File: src/common/gat_dbg_pkg.sv
package gat_dbg_pkg;

  // --------------------------------------------------
  // sticky flag positions in dbg_status_o

  localparam int DBG_IN_PUSH    = 0;
  localparam int DBG_IN_POP     = 1;
  localparam int DBG_MID_PUSH   = 2;
  localparam int DBG_MID_POP    = 3;
  localparam int DBG_OUT_VLD    = 4;
  localparam int DBG_OUT_CREDIT = 5;
  localparam int DBG_NUM_FLAGS  = 6;

  // --------------------------------------------------
  // capture point and signature

  localparam int CAPTURE_IDX = 5;                // zero-based arrival index of the score

  // only the low half shows up, in the upper half of dbg_status_o
  localparam logic [31:0] BUILD_SIG = 32'h47A7_5C0E;

endpackage

File: src/common/gat_cfg_pkg.sv
package gat_cfg_pkg;

  // --------------------------------------------------
  // datapath widths and types

  localparam int FEAT_W  = 8;
  localparam int VEC_LEN = 4;
  localparam int PROD_W  = 2 * FEAT_W;
  localparam int SCORE_W = 18;
  localparam int SUM_W   = 24;                    // group sums wrap at this width

  typedef logic signed [FEAT_W-1:0]  feat_t;
  typedef feat_t       [VEC_LEN-1:0] feat_vec_t;
  typedef logic signed [SCORE_W-1:0] score_t;
  typedef logic signed [SUM_W-1:0]   sum_t;

  typedef logic [$bits(feat_vec_t):0] in_rec_t;  // last flag on top of the features
  typedef logic [SCORE_W:0]           mid_rec_t; // last flag on top of the score

  // --------------------------------------------------
  // attention weights, activation and credits

  localparam feat_vec_t ATT_WEIGHT = {feat_t'(1), feat_t'(5), feat_t'(-2), feat_t'(3)};
  localparam int LEAKY_SHIFT = 3;

  localparam int IN_DEPTH         = 4;
  localparam int MID_DEPTH        = 4;
  localparam int OUT_CREDITS_INIT = 2;
  localparam int DMVM_LAT         = 3;

endpackage
File: src/gat_top.sv
`timescale 1ns/1ps

module gat_top
  import gat_cfg_pkg::*;
  import gat_dbg_pkg::*;
(
  input  logic        clk,
  input  logic        rst_n,
  input  logic        in_vld_i,
  input  feat_vec_t   in_feat_i,
  input  logic        in_last_i,
  output logic        in_credit_o,
  output logic        out_vld_o,
  output sum_t        out_sum_o,
  input  logic        out_credit_i,
  output logic [31:0] dbg_status_o,
  output logic [31:0] dbg_count_o,
  output logic [31:0] dbg_capture_o
);

  in_rec_t   in_head;
  logic      in_empty;
  logic      in_pop;
  feat_vec_t head_feat;
  logic      head_last;

  logic      dmvm_vld_in;
  logic      dmvm_vld;
  score_t    dmvm_score;
  logic      dmvm_last;

  mid_rec_t  mid_head;
  logic      mid_empty;
  logic      mid_pop;
  logic      mid_credit;
  score_t    mid_head_score;
  logic      mid_head_last;

  logic      aggr_acc;
  logic      aggr_emit;

  assign {head_last, head_feat}          = in_head;
  assign {mid_head_last, mid_head_score} = mid_head;

  // --------------------------------------------------
  // buffers

  credit_fifo #(
    .payload_t (in_rec_t),
    .DEPTH     (IN_DEPTH)
  ) in_fifo_i (
    .clk         (clk),
    .rst_n       (rst_n),
    .push_i      (in_vld_i),
    .push_data_i ({in_last_i, in_feat_i}),
    .pop_i       (in_pop),
    .pop_data_o  (in_head),
    .empty_o     (in_empty),
    .credit_o    (in_credit_o)
  );

  credit_fifo #(
    .payload_t (mid_rec_t),
    .DEPTH     (MID_DEPTH)
  ) mid_fifo_i (
    .clk         (clk),
    .rst_n       (rst_n),
    .push_i      (dmvm_vld),
    .push_data_i ({dmvm_last, dmvm_score}),
    .pop_i       (mid_pop),
    .pop_data_o  (mid_head),
    .empty_o     (mid_empty),
    .credit_o    (mid_credit)
  );

  // --------------------------------------------------
  // control and datapath

  gat_ctrl gat_ctrl_i (
    .clk             (clk),
    .rst_n           (rst_n),
    .in_empty_i      (in_empty),
    .in_pop_o        (in_pop),
    .mid_credit_i    (mid_credit),
    .mid_empty_i     (mid_empty),
    .mid_head_last_i (mid_head_last),
    .mid_pop_o       (mid_pop),
    .dmvm_vld_o      (dmvm_vld_in),
    .aggr_acc_o      (aggr_acc),
    .aggr_emit_o     (aggr_emit),
    .out_credit_i    (out_credit_i)
  );

  dmvm_stage dmvm_stage_i (
    .clk     (clk),
    .rst_n   (rst_n),
    .vld_i   (dmvm_vld_in),
    .feat_i  (head_feat),
    .last_i  (head_last),
    .vld_o   (dmvm_vld),
    .score_o (dmvm_score),
    .last_o  (dmvm_last)
  );

  aggr_stage aggr_stage_i (
    .clk       (clk),
    .rst_n     (rst_n),
    .acc_i     (aggr_acc),
    .emit_i    (aggr_emit),
    .score_i   (mid_head_score),
    .sum_vld_o (out_vld_o),
    .sum_o     (out_sum_o)
  );

  gat_debugger gat_debugger_i (
    .clk           (clk),
    .rst_n         (rst_n),
    .in_push_i     (in_vld_i),
    .in_pop_i      (in_pop),
    .mid_push_i    (dmvm_vld),
    .mid_pop_i     (mid_pop),
    .out_vld_i     (out_vld_o),
    .out_credit_i  (out_credit_i),
    .score_vld_i   (dmvm_vld),
    .score_i       (dmvm_score),
    .dbg_status_o  (dbg_status_o),
    .dbg_count_o   (dbg_count_o),
    .dbg_capture_o (dbg_capture_o)
  );

endmodule

File: src/gat_debugger.sv
`timescale 1ns/1ps

module gat_debugger
  import gat_cfg_pkg::*;
  import gat_dbg_pkg::*;
(
  input  logic        clk,
  input  logic        rst_n,
  input  logic        in_push_i,
  input  logic        in_pop_i,
  input  logic        mid_push_i,
  input  logic        mid_pop_i,
  input  logic        out_vld_i,
  input  logic        out_credit_i,
  input  logic        score_vld_i,
  input  score_t      score_i,
  output logic [31:0] dbg_status_o,
  output logic [31:0] dbg_count_o,
  output logic [31:0] dbg_capture_o
);

  logic [DBG_NUM_FLAGS-1:0] evt;
  logic [DBG_NUM_FLAGS-1:0] flag;
  logic [DBG_NUM_FLAGS-1:0] flag_reg;
  logic [31:0]              count;
  logic [31:0]              count_reg;
  logic [31:0]              capture;
  logic [31:0]              capture_reg;

  assign evt[DBG_IN_PUSH]    = in_push_i;
  assign evt[DBG_IN_POP]     = in_pop_i;
  assign evt[DBG_MID_PUSH]   = mid_push_i;
  assign evt[DBG_MID_POP]    = mid_pop_i;
  assign evt[DBG_OUT_VLD]    = out_vld_i;
  assign evt[DBG_OUT_CREDIT] = out_credit_i;

  assign flag    = flag_reg | evt;                 // once seen a flag stays up until reset
  assign count   = score_vld_i ? (count_reg + 1'b1) : count_reg;
  assign capture = (score_vld_i && count_reg == 32'(CAPTURE_IDX)) ? 32'(score_i) : capture_reg;

  always_ff @(posedge clk or negedge rst_n) begin
    if (!rst_n) begin
      flag_reg    <= '0;
      count_reg   <= '0;
      capture_reg <= '0;
    end else begin
      flag_reg    <= flag;
      count_reg   <= count;
      capture_reg <= capture;
    end
  end

  assign dbg_status_o  = {BUILD_SIG[15:0], {(16 - DBG_NUM_FLAGS){1'b0}}, flag_reg};
  assign dbg_count_o   = count_reg;
  assign dbg_capture_o = capture_reg;

endmodule

File: src/aggr/aggr_stage.sv
`timescale 1ns/1ps

module aggr_stage
  import gat_cfg_pkg::*;
(
  input  logic   clk,
  input  logic   rst_n,
  input  logic   acc_i,
  input  logic   emit_i,
  input  score_t score_i,
  output logic   sum_vld_o,
  output sum_t   sum_o
);

  sum_t acc_q;
  sum_t acc_d;
  sum_t sum_q;
  logic sum_vld_q;

  // the closing score is folded in on the same cycle as the emit
  assign acc_d = acc_i ? (acc_q + sum_t'(score_i)) : acc_q;

  always_ff @(posedge clk or negedge rst_n) begin
    if (!rst_n) begin
      acc_q     <= '0;
      sum_vld_q <= 1'b0;
    end else begin
      acc_q     <= emit_i ? '0 : acc_d;          // next group starts from zero
      sum_vld_q <= emit_i;
    end
  end

  always_ff @(posedge clk) begin
    if (emit_i) sum_q <= acc_d;
  end

  assign sum_vld_o = sum_vld_q;
  assign sum_o     = sum_q;

  // the control only closes a group while popping its last record
  a_emit_with_acc: assert property (@(posedge clk) disable iff (!rst_n)
    emit_i |-> acc_i);

endmodule

File: src/dmvm/dmvm_stage.sv
`timescale 1ns/1ps

module dmvm_stage
  import gat_cfg_pkg::*;
(
  input  logic      clk,
  input  logic      rst_n,
  input  logic      vld_i,
  input  feat_vec_t feat_i,
  input  logic      last_i,
  output logic      vld_o,
  output score_t    score_o,
  output logic      last_o
);

  logic signed [PROD_W-1:0] prod_q [VEC_LEN];
  score_t                   dot_d;
  score_t                   dot_q;
  score_t                   score_q;
  logic [DMVM_LAT-1:0]      vld_sr;
  logic [DMVM_LAT-1:0]      last_sr;

  // --------------------------------------------------
  // products, adder tree, leaky activation

  always_ff @(posedge clk) begin
    for (int k = 0; k < VEC_LEN; k++) begin
      prod_q[k] <= $signed(feat_i[k]) * $signed(ATT_WEIGHT[k]);
    end
  end

  always_comb begin
    dot_d = '0;
    for (int k = 0; k < VEC_LEN; k++) begin
      dot_d = dot_d + score_t'(prod_q[k]);        // sign-extended into the score width
    end
  end

  always_ff @(posedge clk) begin
    dot_q   <= dot_d;
    score_q <= dot_q[SCORE_W-1] ? (dot_q >>> LEAKY_SHIFT) : dot_q;
  end

  // --------------------------------------------------
  // valid and last travel beside the data

  always_ff @(posedge clk or negedge rst_n) begin
    if (!rst_n) begin
      vld_sr <= '0;
    end else begin
      vld_sr <= {vld_sr[DMVM_LAT-2:0], vld_i};
    end
  end

  always_ff @(posedge clk) begin
    last_sr <= {last_sr[DMVM_LAT-2:0], last_i};
  end

  assign vld_o   = vld_sr[DMVM_LAT-1];
  assign last_o  = last_sr[DMVM_LAT-1];
  assign score_o = score_q;

endmodule

File: src/gat_ctrl.sv
`timescale 1ns/1ps

module gat_ctrl
  import gat_cfg_pkg::*;
(
  input  logic clk,
  input  logic rst_n,

  input  logic in_empty_i,
  output logic in_pop_o,

  input  logic mid_credit_i,
  input  logic mid_empty_i,
  input  logic mid_head_last_i,
  output logic mid_pop_o,

  output logic dmvm_vld_o,
  output logic aggr_acc_o,
  output logic aggr_emit_o,

  input  logic out_credit_i
);

  localparam int MID_CNT_W = $clog2(MID_DEPTH + 1);
  localparam int OUT_CNT_W = $clog2(OUT_CREDITS_INIT + 1);

  logic [MID_CNT_W-1:0] mid_cnt;
  logic [OUT_CNT_W-1:0] out_cnt;
  logic                 mid_avail;
  logic                 out_avail;

  // --------------------------------------------------
  // issue decisions

  assign mid_avail = (mid_cnt != '0);
  assign out_avail = (out_cnt != '0);

  // a mid slot is reserved before the record enters the pipeline
  assign in_pop_o   = !in_empty_i && mid_avail;
  assign dmvm_vld_o = in_pop_o;

  // only a group close needs room at the sink
  assign mid_pop_o   = !mid_empty_i && (!mid_head_last_i || out_avail);
  assign aggr_acc_o  = mid_pop_o;
  assign aggr_emit_o = mid_pop_o && mid_head_last_i;

  // --------------------------------------------------
  // credit counters

  always_ff @(posedge clk or negedge rst_n) begin
    if (!rst_n) begin
      mid_cnt <= MID_CNT_W'(MID_DEPTH);
      out_cnt <= OUT_CNT_W'(OUT_CREDITS_INIT);   // sink grants its first credits silently
    end else begin
      mid_cnt <= mid_cnt + MID_CNT_W'(mid_credit_i) - MID_CNT_W'(in_pop_o);
      out_cnt <= out_cnt + OUT_CNT_W'(out_credit_i) - OUT_CNT_W'(aggr_emit_o);
    end
  end

  // more credits than slots means a buffer or the sink returned one twice
  // a count that drops below zero wraps to all ones and trips these too
  a_mid_bound: assert property (@(posedge clk) disable iff (!rst_n)
    mid_cnt <= MID_CNT_W'(MID_DEPTH));

  a_out_bound: assert property (@(posedge clk) disable iff (!rst_n)
    out_cnt <= OUT_CNT_W'(OUT_CREDITS_INIT));

endmodule

File: src/credit_fifo.sv
`timescale 1ns/1ps

module credit_fifo
  import gat_cfg_pkg::*;
#(
  parameter type payload_t = mid_rec_t,
  parameter int  DEPTH     = MID_DEPTH
) (
  input  logic     clk,
  input  logic     rst_n,
  input  logic     push_i,
  input  payload_t push_data_i,
  input  logic     pop_i,
  output payload_t pop_data_o,
  output logic     empty_o,
  output logic     credit_o
);

  localparam int PTR_W = (DEPTH > 1) ? $clog2(DEPTH) : 1;
  localparam int CNT_W = $clog2(DEPTH + 1);

  payload_t         mem [DEPTH];
  logic [PTR_W-1:0] wr_ptr;
  logic [PTR_W-1:0] rd_ptr;
  logic [CNT_W-1:0] count;
  logic             credit_q;

  function automatic logic [PTR_W-1:0] ptr_next(input logic [PTR_W-1:0] ptr);
    if (ptr == PTR_W'(DEPTH - 1)) return '0;
    return ptr + 1'b1;
  endfunction

  always_ff @(posedge clk) begin
    if (push_i) mem[wr_ptr] <= push_data_i;
  end

  always_ff @(posedge clk or negedge rst_n) begin
    if (!rst_n) begin
      wr_ptr   <= '0;
      rd_ptr   <= '0;
      count    <= '0;
      credit_q <= 1'b0;
    end else begin
      if (push_i) wr_ptr <= ptr_next(wr_ptr);
      if (pop_i)  rd_ptr <= ptr_next(rd_ptr);
      case ({push_i, pop_i})
        2'b10:   count <= count + 1'b1;
        2'b01:   count <= count - 1'b1;
        default: count <= count;
      endcase
      credit_q <= pop_i;                           // one credit back per entry that leaves
    end
  end

  assign pop_data_o = mem[rd_ptr];
  assign empty_o    = (count == '0);
  assign credit_o   = credit_q;

  // the writer only pushes against a credit, so a full buffer never sees a push
  a_no_push_full: assert property (@(posedge clk) disable iff (!rst_n)
    push_i |-> (count != CNT_W'(DEPTH)));

  a_no_pop_empty: assert property (@(posedge clk) disable iff (!rst_n)
    pop_i |-> !empty_o);

endmodule

File: config.mk
export PLATFORM = sky130hd
export DESIGN_NAME = gat_top
export DESIGN_NICKNAME = d
export VERILOG_FILES = /design/src/common/gat_dbg_pkg.sv /design/src/common/gat_cfg_pkg.sv /design/src/gat_top.sv /design/src/gat_debugger.sv /design/src/aggr/aggr_stage.sv /design/src/dmvm/dmvm_stage.sv /design/src/gat_ctrl.sv /design/src/credit_fifo.sv
export SDC_FILE = /design/constraint.sdc
export NUM_CORES = 1
export LEC_CHECK = 0
export ABC_AREA = 1
export BUFFER_PORTS_ARGS = -buffer_cell sky130_fd_sc_hd__buf_2
export CAP_MARGIN = 0
export CORE_UTILIZATION = 53
export CTS_BUF_LIST = sky130_fd_sc_hd__clkbuf_8
export DETAILED_ROUTE_END_ITERATION = 16
export PLACE_DENSITY = 0.77
export RECOVER_POWER = 100
export SYNTH_ARGS = -nofsm -noshare
export SYNTH_HDL_FRONTEND = slang
export SYNTH_HIERARCHICAL = 1
export SYNTH_SLANG_ARGS = --single-unit
File: constraint.sdc
create_clock -name clk -period 9.5 [get_ports clk]
set_clock_uncertainty 0.1 [all_clocks]
set_input_delay 1.425 -clock clk [delete_from_list [all_inputs] [get_ports clk]]
set_output_delay 1.425 -clock clk [all_outputs]
set_load 0.005 [all_outputs]
### Word-level counts from Yosys, hierarchy flattened

Memory sizes are Yosys's and may differ from the RTL's.
Index checks and enable logic that the tools add are counted.
W data, S select, Z words.

| operators by class | value |
|---|---|
| reductions and logical operators | 14 |
| bitwise logic cells | 1 |
| multipliers | 2 |
| eq/ne operators | 9 |
| mux-type cells | 25 |
| add/sub/neg operators | 18 |

Operator list:

| kind | count |
|---|---|
| $mux W24 | 2 |
| $add A32 B1 Y32 const B | 1 |
| $eq A32 B3 Y1 const B | 1 |
| $add A24 B18 Y24 | 1 |
| $add A17 B16 Y18 | 1 |
| $add A18 B16 Y18 | 1 |
| $mux W18 | 1 |
| $add A16 B16 Y17 | 1 |
| $mux W2 | 8 |
| $neg A8 Y15 | 1 |
| $eq A2 B2 Y1 const B | 6 |
| $mul A8 B4 Y12 const B | 1 |
| $mux W1 | 12 |
| $pmux W3 S2 | 2 |
| $mul A8 B3 Y11 const B | 1 |
| $add A2 B1 Y2 const B | 4 |
| $add A3 B1 Y3 const B | 2 |
| $logic_not A3 Y1 | 2 |
| $or A6 B6 Y6 | 1 |
| $reduce_bool A2 Y1 | 3 |
| $sub A3 B1 Y3 const B | 2 |
| $eq A2 B1 Y1 const B | 2 |
| $logic_and A1 B1 Y1 | 4 |
| $add A3 B1 Y3 | 1 |
| other kinds (6) | 8 |

| word-level totals | value |
|---|---|
| word-level logic and storage cells | 93 |
| memories | 3 |
| RAM bits | 272 |
| register bits after elaboration | 168 |
| bits of input ports | 37 |

Memories:

| memory | depth | width | rd ports | clocked after Yosys merged registers in | wr ports | line | source |
|---|---|---|---|---|---|---|---|
| in_fifo_i.mem | 4 | 33 | 1 | 0 | 1 | credit_fifo.sv:22 | `payload_t mem [DEPTH];` |
| mid_fifo_i.mem | 4 | 19 | 1 | 0 | 1 | credit_fifo.sv:22 |  |
| dmvm_stage_i.prod_q | 4 | 16 | 4 | 0 | 4 | dmvm_stage.sv:16 | `logic signed [PROD_W-1:0] prod_q [VEC_LEN];` |

### Depth between registers and ports, before layout

Gate-level depths: netlist of the first run.
An unclocked memory read counts as a cell.

| depth | value |
|---|---|
| word-level depth | 6 |
| depth in mapped cells | 18 |

### By module

The synthesis of the first run kept the hierarchy.

By module, submodules not included:

| module | instances | cells each | area each (µm²) | sequential area each (µm²) |
|---|---|---|---|---|
| credit_fifo (in_fifo_i) | 1 | 439 | 5848.1 | 4164.0 |
| dmvm_stage | 1 | 539 | 4665.7 | 1776.7 |
| aggr_stage | 1 | 510 | 3533.4 | 1346.3 |
| credit_fifo (mid_fifo_i) | 1 | 276 | 3527.1 | 2482.4 |
| gat_debugger | 1 | 379 | 3136.8 | 1401.3 |
| gat_ctrl | 1 | 41 | 337.8 | 127.6 |

### Worst setup path after synthesis of the first run

No wires, ideal clock.

| timing | value |
|---|---|
| path type | flip-flop to flip-flop |
| start | register mid_fifo_i.rd_ptr[0] |
| end | register gat_ctrl_i.out_cnt[1] |
| period minus slack after synthesis | 3.018 ns |
| arrival time | 2.842 ns |
| path buffers | 2 |
| stages on the path, launching flop included | 13 |
| path slack | 6.482 ns |
| data required time | 9.324 ns |
| cell sequence | dfrtp_1 -> inv_2 -> buf_6 -> buf_6 -> o211ai_2 -> nand2_1 -> nor3b_2 -> ha_1 -> inv_1 -> ha_1 -> inv_1 -> nand2_1 -> nand2_1 |

| on the way | value |
|---|---|
| longest elaborated chain between the ends | 6 |

RTL lines:

| item | line | source |
|---|---|---|
| start: declaration | credit_fifo.sv:24 | `logic [PTR_W-1:0] rd_ptr;` |
| start signal: assignment | credit_fifo.sv:45 | `if (pop_i) rd_ptr <= ptr_next(rd_ptr);` |
| $mem_v2 Z4 W19 * | n/a |  |
| net mid_head[18] | gat_top.sv:32 | `mid_rec_t mid_head;` |
| $logic_not A1 Y1 | gat_ctrl.sv:43 | `assign mid_pop_o = !mid_empty_i && (!mid_head_last_i \|\| out_avail);` |
| $logic_or A1 B1 Y1 | gat_ctrl.sv:43 |  |
| $logic_and A1 B1 Y1 | gat_ctrl.sv:43 |  |
| $logic_and A1 B1 Y1 * | gat_ctrl.sv:45 | `assign aggr_emit_o = mid_pop_o && mid_head_last_i;` |
| net aggr_emit | gat_top.sv:40 | `logic aggr_emit;` |
| $sub A2 B1 Y2 * | gat_ctrl.sv:56 | `out_cnt <= out_cnt + OUT_CNT_W'(out_credit_i) - OUT_CNT_W'(aggr_emit_o);` |
| end signal: assignment | gat_ctrl.sv:53 | `out_cnt <= OUT_CNT_W'(OUT_CREDITS_INIT);` |
| end signal: assignment | gat_ctrl.sv:56 |  |
| end: declaration | gat_ctrl.sv:28 | `logic [OUT_CNT_W-1:0] out_cnt;` |

The timed path passes the listed nets; every way through them passes the cells marked *.
A chain may end at the register's enable or synchronous reset.

==> metrics, run 1 <==
status=finished, violations left; failing checks=max-capacitance violations, max-slew violations; Post-CTS Setup Repair Bufs=0; Top reg by flops=in_fifo_i/mem; Row Count=72; Die X=201 um; total CTS buffers=70; I/O pins=159; Post-Synth XOR/XNOR Area=2.16%; Post-Syn Area=21000 um^2; clk slew on worst S/H paths=0.06 ns; Max Fclk=0.164 GHz; TritonRoute pass-1 iters=5; yosys warns=6; Fin Hold WS=0.238 ns; FF+latch count, synth=422; grt ovf=0; clock latency at the later pin of the worst-skew pair=0.62 ns; placed cell areas=21900 um^2; H-tree depth=3; asr flop ratio synth=24.9%; die area=40500 um^2; CTS tree=built; RSZ-0062 raised after global routing=false; Pwr Density=249 nW/um^2; syn_area_per_cell=9.64 um^2; Post-Layout Cell Count=2903; Hold Buf Count CTS=0; commonest non-fill, non-tap cell in the layout=nand2_1; maximum buffer depth of the clock tree=3; Root Driver=clkbuf_8; fin crit share=64.0%; Worst Setup SP=in_fifo_i/rd_ptr[0]; Hold Path Class=register to register; Worst Path Max Fanout=78; CTS sink count=422; Fillers=3326; Final Slew Violations=407; Area Overhead vs Synth=9.33%; vias=14400; largest net degree at the start of global routing=79; first-pass GRT wire length=69100 um; largest family of logic cells by synthesized area=simple AND/OR/NAND/NOR gates; drt first-iter violations=682; Final setup violation count=0; initial core utilization=54.1%; drt drc=0; Crit Path Class=register to register; number of global-route vias before repair=14300; design area=23000 um^2; worst r2r src=in_fifo_i/rd_ptr[0]; Routed Antenna Nets=0; Storage cell area=11300 um^2; P_leak=11.5 nW; die height=201 um; crit path DAT=6.48 ns; number of enable flip-flop cells after synthesis=232; number of port buffers=132; cts repair resizes=0; Final HPWL DP=29300 um; post-layout min period=6.08 ns; top_reg_cell synth=edfxtp_1; DR vias/cell=4.95; hold_sp=dmvm_stage_i/last_sr[0]; pre-CTS setup slack=5.86 ns; area occupied by multi-input gates=7530 um^2; max-cap violations=10; fraction of layout cells with a size suffix above 1=11.4%; max reg flops=132; PnR worst setup slack=3.42 ns; WL/cell=14.4 um; Synth Area in Simple Gates=18.4%; Routability Congestion=0.946; Distinct cells, synth=45; initial antenna violation count=1; Cells after Synth=2184; Slew headroom=-74.3%; GRT Overall Usage=21.3%; Final Net Count=2489; commonest non-fill, non-tap cells in the layout=626 x nand2_1, 405 x inv_1, 232 x edfxtp_1; worst vdd ir=0.000168 V; Synth Area in Adders=8.70%; TNS Setup=0 ns; sequential fraction of the synthesis area=53.7%; Worst setup EP type=register; Tightest Pin Transition=2.61 ns; WL final=41800 um; startpoint class of the critical path=register; mux cell area share after synthesis=0%; DP Cell Count=2775; final hold violations=0; Worst EP required=9.90 ns; r2r setup slk=3.42 ns; core area=38900 um^2; Compound-Gate Fraction of Synth Area=6.54%; Top Registers=in_fifo_i/mem (132), mid_fifo_i/mem (76), dmvm_stage_i/prod_q (46)
-- power breakdown --
part | internal, mW | switching (mW) | total, mW | leakage [nW]
combinational | 0.643 | 1.12 | 1.76 | 6.48
sequential | 2.27 | 0.142 | 2.41 | 4.21
clock | 0.831 | 0.716 | 1.55 | 0.791
-- path summary, 6_finish.rpt --
check | end | cells past startpoint
min | dmvm_stage_i/last_sr[1] | 0
max reg2reg | dmvm_stage_i/prod_q[2][9] | 12
max in group asynchronous | gat_debugger_i/dbg_capture_o[8] | 2
min reg2reg | dmvm_stage_i/last_sr[1] | 0
max | dmvm_stage_i/prod_q[2][9] | 12
min in group asynchronous | gat_debugger_i/dbg_count_o[18] | 1
-- logic make-up after synthesis --
kind of cell	after synthesis
AOI/OAI and AO/OA	177
xor gates and xnor gates	52
adders and majority gates	123
buffers and inverters	503
DFF	422
other	2
and+or+nand+nor	905
-- critical path, cell delays in order (launching register included) --
cell,delay (ns)
dfrtp_1,0.38
clkinvlp_2,1.93
clkbuf_1,1.36
o211ai_1,0.54
nand2_1,0.12
ha_1,0.31
ha_1,0.23
fa_1,0.41
nand3_1,0.10
nand2_1,0.08
nand3_1,0.07
nand2_1,0.10
xor2_1,0.15
-- cell type report --
cell class	instances	share of cell area (%)
clock inverter	47	1.17
sequential	422	49.1
inverter	411	6.72
tap	518	2.82
timing repair buffer	141	2.69
multi-input combinational	1283	32.7
clock buffer	80	4.78
antenna	1	0.0109
-- metrics by stage --
step / total power, mW / util [%]
final: 5.73 / 59.1
after global routing: 6.18 / 59.1
after CTS: 5.85 / 59.7
after detailed placement: 4.28 / 56.2
after global placement: 4.19 / 56.2
after floorplan: 3.83 / -
-- metal layers --
metal  wire [um]  track usage [%]  vias up
met5           0                0        -
met4        1090             8.04        0
met3        2030             4.02       84
met2       21400             38.5      323
met1       17300             24.9     6786
li1            -                -     7182
-- synthesized netlist by cell type (10+ instances only) --
cell type	count	area share (%)
o211ai_1	64	2.3
buf_2	19	0.45
xor2_1	39	1.6
clkbuf_1	10	0.18
buf_4	49	1.7
inv_2	22	0.39
nor3_1	11	0.26
o21ai_1	10	0.24
edfxtp_1	232	33
nand2_2	17	0.51
buf_6	14	0.75
nor2_1	87	1.6
xnor2_1	13	0.54
inv_1	383	6.8
dfxtp_1	85	8.1
a21oi_1	41	0.97
o21ai_0	13	0.31
or2_2	16	0.48
nand3_1	96	2.3
ha_1	84	5.0
nor2_2	11	0.33
nand2_1	619	11
nand4_1	22	0.65
dfrtp_1	103	12
o211ai_2	40	2.4
fa_1	39	3.7
Note: power is estimated with default switching activity, not from simulation.
==> inputs of run 2 (changes only) <==
clock period = 5.95 ns   (was 9.5 ns; I/O delays follow)
==> run 2 against run 1 <==
Fmax up 46%. Global-route usage down 0.057 points. Highest routed layer unchanged. The flow still finishes with violations (max-capacitance violations, max-slew violations). Largest power group unchanged. Non-clock buffer count up 1. Sequential share of layout area down 0.28 points. Flip-flop and latch count unchanged. Critical path depth up 3. Die area unchanged. Cell count up 0.21%. Count of clock-buffer cells in the layout unchanged. Largest cell class unchanged.
==> metrics, run 2 (synthesized netlist as in run 1, its figures left out) <==
status=finished, violations left; failing checks=max-capacitance violations, max-slew violations; core area=38900 um^2; drt first-iter violations=659; largest net degree at the start of global routing=87; diodes inserted=0; WL final=41900 um; Hold Path Class=register to register; CP peak stage delay=0.98 ns; CP cell instances=inv_1, buf_4, nand2_1, o211ai_1, nand2_1, ha_1, nand2_1, nor2_1, nand3_1, nand3_1, nand2_1, inv_1, o21ai_0, o21ai_0, inv_1; post-layout min period=4.17 ns; die area=40500 um^2; Top Registers=in_fifo_i/mem (132), mid_fifo_i/mem (76), dmvm_stage_i/prod_q (46); Routability Congestion=0.948; PnR worst setup slack=1.78 ns; DR vias/cell=4.94; P_leak=11.5 nW; cts repair resizes=0; Worst EP required=6.23 ns; hold_sp=dmvm_stage_i/last_sr[0]; Fin Hold WS=0.225 ns; clk slew on worst S/H paths=0.06 ns; initial core utilization=54.1%; worst r2r src=mid_fifo_i/rd_ptr[0]; GRT Overall Usage=21.2%; total CTS buffers=73; number of global-route vias before repair=14400; Post-Layout Cell Count=2909; sw power=3.17 mW; placed cell areas=21900 um^2; Hold Buf Count CTS=0; Flop pwr share=41.1%; Net Sw Frac=33.8%; die height=201 um; Tightest Pin Transition=2.54 ns; Final Slew Violations=264; I/O pins=159; clock power share=28.9%; P_int=6.20 mW; CTS sink count=422; maximum buffer depth of the clock tree=3; combinational power share=30.0%; first-pass GRT wire length=69000 um; Worst setup EP type=register; Crit Path Class=register to register; commonest non-fill, non-tap cell in the layout=nand2_1; Top reg by flops=in_fifo_i/mem; commonest non-fill, non-tap cells in the layout=628 x nand2_1, 405 x inv_1, 232 x edfxtp_1; vias=14400; crit path DAT=4.44 ns; Post-CTS Setup Repair Bufs=0; reg2reg path depth=15; max-cap violations=7; Row Count=72; Final Net Count=2493; final hold violations=0; RSZ-0062 raised after global routing=false; startpoint class of the critical path=register; DP Cell Count=2776; initial antenna violation count=0; Hold Path Sink=dmvm_stage_i/last_sr[1]; worst vdd ir=0.000345 V; Final HPWL DP=29200 um; RR Endpoint=aggr_stage_i/sum_o[10]; Slew headroom=-69.6%; TritonRoute pass-1 iters=8; drt drc=0; fin crit share=70.0%; max reg flops=132; fraction of layout cells with a size suffix above 1=11.3%; Worst Path Max Fanout=45; number of port buffers=132; Fillers=3376; clock latency at the later pin of the worst-skew pair=0.63 ns; CTS tree=built; pre-CTS setup slack=2.29 ns; WL/cell=14.4 um; worst hold stages=0; Die X=201 um; TNS Setup=0 ns; H-tree depth=3; Root Driver=clkbuf_8; Routed Antenna Nets=0; Max Fclk=0.240 GHz; Area Overhead vs Synth=9.96%; Final setup violation count=0; r2r setup slk=1.78 ns; cell mode on critical path=nand2_1; Worst path slowest cell=inv_1; grt ovf=0; design area=23100 um^2; Pwr Density=405 nW/um^2
-- run 2: changes by cell type in the layout (fill, tap and decap cells not counted), moves of 5 or more --
cell / previous run / this run
clkbuf_1: 74 / 67
clkinv_1: 13 / 20
clkinv_2: 13 / 7
buf_2: 63 / 68
bufinv_16: 2 / 7
-- run 2: how the worst max path moves through the flow --
stage | startpoint | endpoint
floorplan | mid_fifo_i/rd_ptr[0] | gat_ctrl_i/out_cnt[1]
global placement | in_fifo_i/rd_ptr[0] | dmvm_stage_i/prod_q[2][9]
detailed placement | in_fifo_i/rd_ptr[0] | dmvm_stage_i/prod_q[2][9]
CTS | in_fifo_i/rd_ptr[0] | dmvm_stage_i/prod_q[2][9]
global route | rst_n | gat_debugger_i/dbg_capture_o[4]
finish | mid_fifo_i/rd_ptr[0] | aggr_stage_i/sum_o[10]
-- run 2: power groups by stage --
| stage | logic (mW) | registers, mW | clock network [mW] |
|---|---|---|---|
| after CTS | 2.93 | 3.85 | 2.78 |
| after global routing | 3.29 | 3.89 | 2.90 |
| final | 2.81 | 3.85 | 2.71 |
| after global placement | 2.81 | 3.88 | 0 |
| after detailed placement | 2.90 | 3.90 | 0 |
| after floorplan | 2.31 | 3.81 | 0 |
-- run 2: area by class of cell --
class                      instances  area (um^2)  share of cell area (%)
inverter                         411         1550                    6.69
timing repair buffer             142          638                    2.76
clock buffer                      80         1100                    4.76
tap                              518          648                    2.80
sequential                       422        11300                    48.8
clock inverter                    53          418                    1.81
multi-input combinational       1283         7490                    32.4
-- run 2: worst max-delay path: cells and delay by family (launching register included) --
family,cells,cell delay (ns)
AND/OR/NAND/NOR,7,1.07
adder cells (fa/ha/maj),1,0.38
AO/OA/AOI/OAI,3,0.36
flip-flops,1,0.39
buffers and inverters,4,1.61
-- run 2: layer usage --
layer | GRT usage [%] | up-vias | wire length [um]
li1 | - | 7200 | -
met1 | 24.5 | 6807 | 17500
met2 | 39.3 | 293 | 21800
met3 | 3.39 | 84 | 1600
met4 | 8.09 | 0 | 1030
met5 | 0 | - | 0
-- run 2: per-stage QoR --
stage	utilization, %	power (mW)
floorplan	-	6.11
global placement	56.2	6.69
detailed placement	56.2	6.81
CTS	60.1	9.56
global route	59.5	10.1
finish	59.5	9.37
